**config.mk**
```make
export PLATFORM = sky130hd
export DESIGN_NAME = intCore
export DESIGN_NICKNAME = d
export VERILOG_FILES = /design/src/hdl/corePkg.sv /design/src/hdl/intCore.sv /design/src/hdl/resultStage.sv /design/src/hdl/intExecute.sv /design/src/hdl/instrDecode.sv
export SDC_FILE = /design/constraint.sdc
export NUM_CORES = 2
export LEC_CHECK = 0
export BUFFER_PORTS_ARGS = -buffer_cell sky130_fd_sc_hd__buf_4
export CORE_AREA = 2 2 382 384
export DETAILED_ROUTE_END_ITERATION = 10
export DIE_AREA = 0 0 384 386
export PLACE_DENSITY = 0.78
export SETUP_SLACK_MARGIN = 0.15
export SLEW_MARGIN = 20
export SYNTH_ARGS = -nofsm -noshare
export SYNTH_HDL_FRONTEND = slang
export SYNTH_HIERARCHICAL = 1
export SYNTH_SLANG_ARGS = --single-unit
```
**constraint.sdc**
```tcl
create_clock -name clk -period 8.97 [get_ports clk]
set_clock_uncertainty 0.05 [all_clocks]
set_input_delay 0 -clock clk [delete_from_list [all_inputs] [get_ports clk]]
set_output_delay 0 -clock clk [all_outputs]
set_load 0.02 [all_outputs]
```
**src/hdl/corePkg.sv**
```systemverilog
`default_nettype none

package corePkg;

  ////////////////////
  // datapath widths

  typedef logic [31:0] xlenWord;   // operands, results, immediates
  typedef logic [31:0] instrWord;  // raw instruction encoding
  typedef logic [4:0]  regAddr;    // x0..x31

  ////////////////////
  // execute select codes

  // one code per operation the execute stage can perform
  typedef enum logic [3:0] {
    aluAdd,      // add, addi
    aluSub,
    aluSll,      // sll, slli
    aluSlt,      // signed compare
    aluSltu,     // unsigned compare
    aluXor,
    aluSrl,
    aluSra,      // arithmetic right shift
    aluOr,
    aluAnd,
    aluLuiPass,  // srcB straight through
    aluMul       // low half of product
  } aluOp;

  ////////////////////
  // encoding constants

  // major opcodes, low two bits included
  localparam logic [6:0] opOp    = 7'b0110011;
  localparam logic [6:0] opOpImm = 7'b0010011;
  localparam logic [6:0] opLui   = 7'b0110111;

  // funct7 field values
  localparam logic [6:0] f7Base   = 7'b0000000;
  localparam logic [6:0] f7Alt    = 7'b0100000;  // sub, sra, srai
  localparam logic [6:0] f7MulDiv = 7'b0000001;  // M extension

endpackage

`default_nettype wire
```
**src/hdl/intCore.sv**
```systemverilog
`timescale 1ns/1ps
`default_nettype none

module intCore #(
  parameter bit mulSupported = 1'b1
) (
  input  logic              clk, rst,
  // instruction in, one per cycle at most
  input  logic              instrValid,
  input  corePkg::instrWord instr,
  // retire report
  output logic              retireValid,
  output corePkg::regAddr   retireRd,
  output corePkg::xlenWord  retireData,
  output logic              illegalInstr
);
  import corePkg::*;

  // register file read ports
  regAddr  rs1Addr, rs2Addr;
  xlenWord rs1Data, rs2Data;

  // decode to execute
  logic    validE, illegalE;
  aluOp    opE;
  regAddr  rdE;
  xlenWord srcAE, srcBE;
  xlenWord aluResultE;  // forwarding path from execute

  // execute to result
  logic    validW, illegalW;
  regAddr  rdW;
  xlenWord resultW;

  ////////////////////
  // pipeline stages

  // decode: field extraction, forwarding, E register
  instrDecode #(.mulSupported(mulSupported)) instrDecode_inst (
    .clk, .rst,
    .instrValid, .instr,
    .rs1Addr, .rs2Addr, .rs1Data, .rs2Data,
    .aluResultE, .validW, .rdW, .resultW,
    .validE, .illegalE, .opE, .rdE, .srcAE, .srcBE);

  // execute: ALU and optional multiplier, W register
  intExecute #(.mulSupported(mulSupported)) intExecute_inst (
    .clk, .rst,
    .validE, .illegalE, .opE, .rdE, .srcAE, .srcBE,
    .aluResultE,
    .validW, .illegalW, .rdW, .resultW);

  // result: register file write and retire report
  resultStage resultStage_inst (
    .clk, .rst,
    .validW, .illegalW, .rdW, .resultW,
    .rs1Addr, .rs2Addr, .rs1Data, .rs2Data,
    .retireValid, .illegalInstr, .retireRd, .retireData);

endmodule

`default_nettype wire

```
**src/hdl/resultStage.sv**
```systemverilog
`timescale 1ns/1ps
`default_nettype none

module resultStage (
  input  logic             clk, rst,
  // from execute
  input  logic             validW, illegalW,
  input  corePkg::regAddr  rdW,
  input  corePkg::xlenWord resultW,
  // read ports for decode
  input  corePkg::regAddr  rs1Addr, rs2Addr,
  output corePkg::xlenWord rs1Data, rs2Data,
  // retire report
  output logic             retireValid, illegalInstr,
  output corePkg::regAddr  retireRd,
  output corePkg::xlenWord retireData
);
  import corePkg::*;

  xlenWord regs [31:1];  // x0 has no storage

  ////////////////////
  // register file

  always_ff @(posedge clk) begin
    if (rst) begin
      for (int i = 1; i < 32; i++) begin
        regs[i] <= '0;
      end
    end else if (validW && rdW != '0) begin
      regs[rdW] <= resultW;
    end
  end

  // x0 reads as zero
  assign rs1Data = (rs1Addr == '0) ? '0 : regs[rs1Addr];
  assign rs2Data = (rs2Addr == '0) ? '0 : regs[rs2Addr];

  ////////////////////
  // retire outputs

  always_ff @(posedge clk) begin
    if (rst) begin
      retireValid  <= 1'b0;
      illegalInstr <= 1'b0;
    end else begin
      retireValid  <= validW;
      illegalInstr <= illegalW;
    end
  end

  // reported even for rd == 0, the write above is what gets suppressed
  always_ff @(posedge clk) begin
    retireRd   <= rdW;
    retireData <= resultW;
  end

endmodule

`default_nettype wire

```
**src/hdl/intExecute.sv**
```systemverilog
`timescale 1ns/1ps
`default_nettype none

module intExecute #(
  parameter bit mulSupported = 1'b1
) (
  input  logic             clk, rst,
  // from decode
  input  logic             validE, illegalE,
  input  corePkg::aluOp    opE,
  input  corePkg::regAddr  rdE,
  input  corePkg::xlenWord srcAE, srcBE,
  // combinational result, back to decode
  output corePkg::xlenWord aluResultE,
  // result stage register
  output logic             validW, illegalW,
  output corePkg::regAddr  rdW,
  output corePkg::xlenWord resultW
);
  import corePkg::*;

  logic [4:0] shamt;
  xlenWord    mulResult;

  assign shamt = srcBE[4:0];  // upper bits ignored, as for register shifts

  ////////////////////
  // multiplier

  if (mulSupported) begin : genMul
    assign mulResult = srcAE * srcBE;  // low 32 bits of the product
  end else begin : genNoMul
    // decode never issues aluMul in this build
    assign mulResult = '0;
  end

  ////////////////////
  // ALU

  always_comb begin
    case (opE)
      aluAdd:     aluResultE = srcAE + srcBE;
      aluSub:     aluResultE = srcAE - srcBE;
      aluSll:     aluResultE = srcAE << shamt;
      aluSlt:     aluResultE = {31'b0, $signed(srcAE) < $signed(srcBE)};
      aluSltu:    aluResultE = {31'b0, srcAE < srcBE};
      aluXor:     aluResultE = srcAE ^ srcBE;
      aluSrl:     aluResultE = srcAE >> shamt;
      aluSra:     aluResultE = $unsigned($signed(srcAE) >>> shamt);
      aluOr:      aluResultE = srcAE | srcBE;
      aluAnd:     aluResultE = srcAE & srcBE;
      aluLuiPass: aluResultE = srcBE;  // U immediate already shifted
      aluMul:     aluResultE = mulResult;
      default:    aluResultE = '0;
    endcase
  end

  ////////////////////
  // execute to result register

  always_ff @(posedge clk) begin
    if (rst) begin
      validW   <= 1'b0;
      illegalW <= 1'b0;
    end else begin
      validW   <= validE;
      illegalW <= illegalE;
    end
  end

  // data side, only meaningful while validW is set
  always_ff @(posedge clk) begin
    rdW     <= rdE;
    resultW <= aluResultE;
  end

endmodule

`default_nettype wire

```
**src/hdl/instrDecode.sv**
```systemverilog
`timescale 1ns/1ps
`default_nettype none

module instrDecode #(
  parameter bit mulSupported = 1'b1
) (
  input  logic              clk, rst,
  // incoming instruction
  input  logic              instrValid,
  input  corePkg::instrWord instr,
  // register file read ports
  output corePkg::regAddr   rs1Addr, rs2Addr,
  input  corePkg::xlenWord  rs1Data, rs2Data,
  // forwarding sources
  input  corePkg::xlenWord  aluResultE,
  input  logic              validW,
  input  corePkg::regAddr   rdW,
  input  corePkg::xlenWord  resultW,
  // execute stage register
  output logic              validE, illegalE,
  output corePkg::aluOp     opE,
  output corePkg::regAddr   rdE,
  output corePkg::xlenWord  srcAE, srcBE
);
  import corePkg::*;

  logic [6:0] opcode, funct7;
  logic [2:0] funct3;
  regAddr     rdD;
  xlenWord    immI, immU, immD;
  aluOp       opD;
  logic       legalD;
  logic       useImmD;
  xlenWord    srcAD, srcBD;

  ////////////////////
  // field extraction

  assign opcode  = instr[6:0];
  assign rdD     = instr[11:7];
  assign funct3  = instr[14:12];
  assign rs1Addr = instr[19:15];
  assign rs2Addr = instr[24:20];
  assign funct7  = instr[31:25];

  assign immI = {{20{instr[31]}}, instr[31:20]};  // shamt lives in the low 5 bits
  assign immU = {instr[31:12], 12'b0};

  ////////////////////
  // operation decode

  always_comb begin
    opD     = aluAdd;
    legalD  = 1'b0;
    useImmD = 1'b0;
    immD    = immI;
    case (opcode)
      opOp: begin
        if (funct7 == f7Base) begin
          legalD = 1'b1;  // every funct3 is defined here
          case (funct3)
            3'b000: opD = aluAdd;
            3'b001: opD = aluSll;
            3'b010: opD = aluSlt;
            3'b011: opD = aluSltu;
            3'b100: opD = aluXor;
            3'b101: opD = aluSrl;
            3'b110: opD = aluOr;
            default: opD = aluAnd;
          endcase
        end else if (funct7 == f7Alt) begin
          if (funct3 == 3'b000) begin
            opD    = aluSub;
            legalD = 1'b1;
          end else if (funct3 == 3'b101) begin
            opD    = aluSra;
            legalD = 1'b1;
          end
        end else if (funct7 == f7MulDiv && mulSupported && funct3 == 3'b000) begin
          opD    = aluMul;  // div/rem and mulh* stay illegal
          legalD = 1'b1;
        end
      end
      opOpImm: begin
        useImmD = 1'b1;
        legalD  = 1'b1;
        case (funct3)
          3'b000: opD = aluAdd;
          3'b010: opD = aluSlt;
          3'b011: opD = aluSltu;
          3'b100: opD = aluXor;
          3'b110: opD = aluOr;
          3'b111: opD = aluAnd;
          3'b001: begin
            opD    = aluSll;
            legalD = (funct7 == f7Base);
          end
          default: begin  // srli / srai
            if (funct7 == f7Base) begin
              opD = aluSrl;
            end else if (funct7 == f7Alt) begin
              opD = aluSra;
            end else begin
              legalD = 1'b0;
            end
          end
        endcase
      end
      opLui: begin
        opD     = aluLuiPass;
        useImmD = 1'b1;
        immD    = immU;
        legalD  = 1'b1;
      end
      default: ;  // anything else is illegal
    endcase
  end

  ////////////////////
  // operand forwarding

  // newest producer wins: execute, then result, then register file
  function automatic xlenWord fwdOperand(regAddr rs, xlenWord rfData);
    if (rs == '0)
      return '0;
    else if (validE && rdE == rs)
      return aluResultE;
    else if (validW && rdW == rs)
      return resultW;
    else
      return rfData;
  endfunction

  assign srcAD = fwdOperand(rs1Addr, rs1Data);
  assign srcBD = useImmD ? immD : fwdOperand(rs2Addr, rs2Data);

  ////////////////////
  // decode to execute register

  always_ff @(posedge clk) begin
    if (rst) begin
      validE   <= 1'b0;
      illegalE <= 1'b0;
    end else begin
      validE   <= instrValid & legalD;
      illegalE <= instrValid & ~legalD;
    end
  end

  always_ff @(posedge clk) begin
    if (instrValid) begin  // payload holds across idle cycles
      opE   <= opD;
      rdE   <= rdD;
      srcAE <= srcAD;
      srcBE <= srcBD;
    end
  end

endmodule

`default_nettype wire

```
==> impl_results.md <==
- Crit path arrival time: 9.04 ns
- Asr flop ratio synth: 0%
- Non-Filler Instances: 9095
- RSZ-0062 raised after global routing: false
- Final period util: 96.7%
- Fin worst setup slack: 0.293 ns
- H-tree levels: 3
- Mapped cell area: 84300 um^2
- Initial drt markers: 9856
- Post-Synthesis Cells: 7158
- Overall Global Routing Usage: 43.6%
- Reg clk slew, reported paths: 0.08 ns
- Sink Count: 1177
- Setup TNS: 0 ns
- Post-synth EDFFs: 1097
- CTS tree: built
- Die ar.: 148000 um^2
- Design Area, Final: 91500 um^2
- Starting Density: 58.3%
- Buffers added on ports: 73
- Commonest non-fill, non-tap cell in the layout: edfxtp_1
- Distinct cell type count after synthesis: 94
- Number of synthesized register bits: 1177
- Placer Congestion: 1.10
- Lkg Pwr: 35.9 nW
- Final setup viols: 0
- Largest net degree at the start of global routing: 115
- Slew Viols, Final: 0
- Critical path type: flop to flop
- Vias in the first global route: 64900
- Clock Path Buffers: 3
- Share of cells above drive strength 1: 17.2%
- Max VDD drop: 2.53 mV
- CTS resizes: 0
- Core Util, Final: 63.3%
- Core area: 145000 um^2
- Rows: 140
- Rel. slew slack: 14.2%
- Max-cap violations: 0
- Area growth, synth to finish: 8.48%
- Status: complete, no violations
- Vias per inst: 7.10
- Pre-CTS worst setup slack: 0.540 ns
- P per Cell Area: 436 nW/um^2
- Tot Pwr: 39.9 mW
- Crit path max fanout: 10
- Wire per inst: 35.5 um
- Yosys warns: 6
- Cell Area, Placed: 86900 um^2
- CP Capture Type: flop
- Most frequent cells in the layout: 1097 x edfxtp_1, 1000 x and2_1, 550 x nor2_1
- Grt total ovfl: 0
- Worst Hold Class: primary input to flop
- Setup crit start kind: flop
- Routed Antenna Nets: 0
- Hpwl dp: 221000 um
- Syn avg cell area: 11.8 um^2
- Crit path required time: 9.33 ns
- Sequential share of the synthesized area: 41.0%
- Worst reg2reg setup slack: 0.29 ns
- Hold Slack: 0.0464 ns
- NumNets Final: 7729
- Area of the multi-input gates: 45300 um^2
- Clock Root Buffer: clkbuf_16
- Hold Vio Cnt, Final: 0
- Final WL: 323000 um
- Die X-Extent: 384 um
- CTS buffer count: 118
- DRC viols: 0
- Drt pass-1 iters: 6
- Placed Cells: 8822
- Initial antenna violation count: 26
- Clk_lat worst skew: 0.79 ns
- Fin crit period: 8.68 ns
- Register area: 34600 um^2
- Synth Flop Type: edfxtp_1
- Io pins: 74
- First-pass GRT wire length: 457000 um
- Max Clk Rate: 115 MHz
- Die H: 386 um
- FILL cells: 10900
- Worst slew pin tran: 1.29 ns
- Vias: 64600
flip-flops by register name (all words and copies together), names as in the netlist:
signal,cells
intExecute_inst/resultW,32
instrDecode_inst/validE,1
resultStage_inst/retireValid,1
resultStage_inst/retireData,32
instrDecode_inst/srcAE,32
intExecute_inst/validW,1
instrDecode_inst/illegalE,1
resultStage_inst/regs,1024
intExecute_inst/illegalW,1
instrDecode_inst/srcBE,32
resultStage_inst/illegalInstr,1
instrDecode_inst/opE,4
resultStage_inst/retireRd,5
instrDecode_inst/rdE,5
intExecute_inst/rdW,5
power by group:
part / leakage (nW) / switching, mW / internal, mW
sequential: 12.0 / 0.600 / 6.39
clock: 2.00 / 2.23 / 3.02
combinational: 21.9 / 17.3 / 10.3
total: 35.9 / 20.1 / 19.7
synth_stat cells, types with 34 or more instances:
master	n	area share, %
nor3_1	117	0.69
clkbuf_1	438	2.0
o21ai_0	167	0.99
o211ai_1	43	0.38
mux2i_1	270	3.2
a211oi_1	76	0.68
nand2_1	372	1.7
nor2_1	579	2.6
or2_2	39	0.29
mux4_2	492	13
inv_1	499	2.2
o221ai_1	34	0.35
ha_1	220	3.3
buf_2	71	0.42
nand3_1	43	0.26
mux2_2	39	0.52
buf_4	49	0.44
a22o_1	55	0.57
a22oi_1	40	0.36
and2_1	1001	7.4
fa_1	410	9.7
dfxtp_1	80	1.9
buf_1	57	0.25
o22ai_1	99	0.73
xnor2_1	80	0.83
nand2b_1	34	0.25
edfxtp_1	1097	39
a21oi_1	174	1.0
final cells by class:
type	instances	area share, %
multi-input combinational	4862	49.6
sequential	1177	37.8
clock buffer	155	3.56
timing repair buffer	392	3.41
tap	1917	2.62
inverter	513	2.11
clock inverter	67	0.929
antenna	12	0.0328
critical path: stages (launching register included):
cell and delay, ns:
edfxtp_1 0.41, inv_1 0.41, buf_4 0.28, nor2_1 0.07, fa_1 0.49, inv_1 0.05, fa_1 0.51, fa_1 0.45
fa_1 0.56, inv_1 0.04, ha_1 0.28, ha_1 0.31, fa_1 0.50, fa_1 0.42, ha_1 0.34, a21o_1 0.19
a21oi_1 0.22, o21ai_0 0.16, a22o_1 0.35, nand2b_1 0.10, nand2_1 0.08, a31oi_1 0.25, xnor2_1 0.30, a211o_1 0.39
nor2_1 0.11, a211oi_2 0.98
final timing paths:
path	depth (start not counted)	end	startpoint
worst min-delay path	3	instrDecode_inst/srcBE[22]	instr[22]
worst max-delay path	25	instrDecode_inst/srcAE[20]	instrDecode_inst/srcBE[4]
worst max register to register	25	instrDecode_inst/srcAE[20]	instrDecode_inst/srcBE[4]
worst min register to register	1	intExecute_inst/illegalW	instrDecode_inst/illegalE
per-layer routing:
layer | part of all wire [%] | up-vias | GRT usage [%]
li1 | - | 25500 | -
met1 | 33 | 32000 | 52.9
met2 | 45 | 5569 | 68.0
met3 | 13 | 1545 | 11.4
met4 | 8.7 | 14 | 31.1
met5 | 0.028 | - | 0
kinds of logic after synthesis:
group | synth area share (%)
adders and majority gates | 13.0
AOI/OAI and AO/OA | 8.29
buffers and inverters | 5.62
xor gates and xnor gates | 1.11
other | 0.00445
and+or+nand+nor | 14.1
DFF | 41.0
muxes | 16.9
what timing repair did:
action | 4_1_cts | 5_1_grt
buffers inserted | 0 | 0
hold endpoints to repair | 75 | 0
hold buffers | 39 | 0
(Power assumes the default switching activity.)
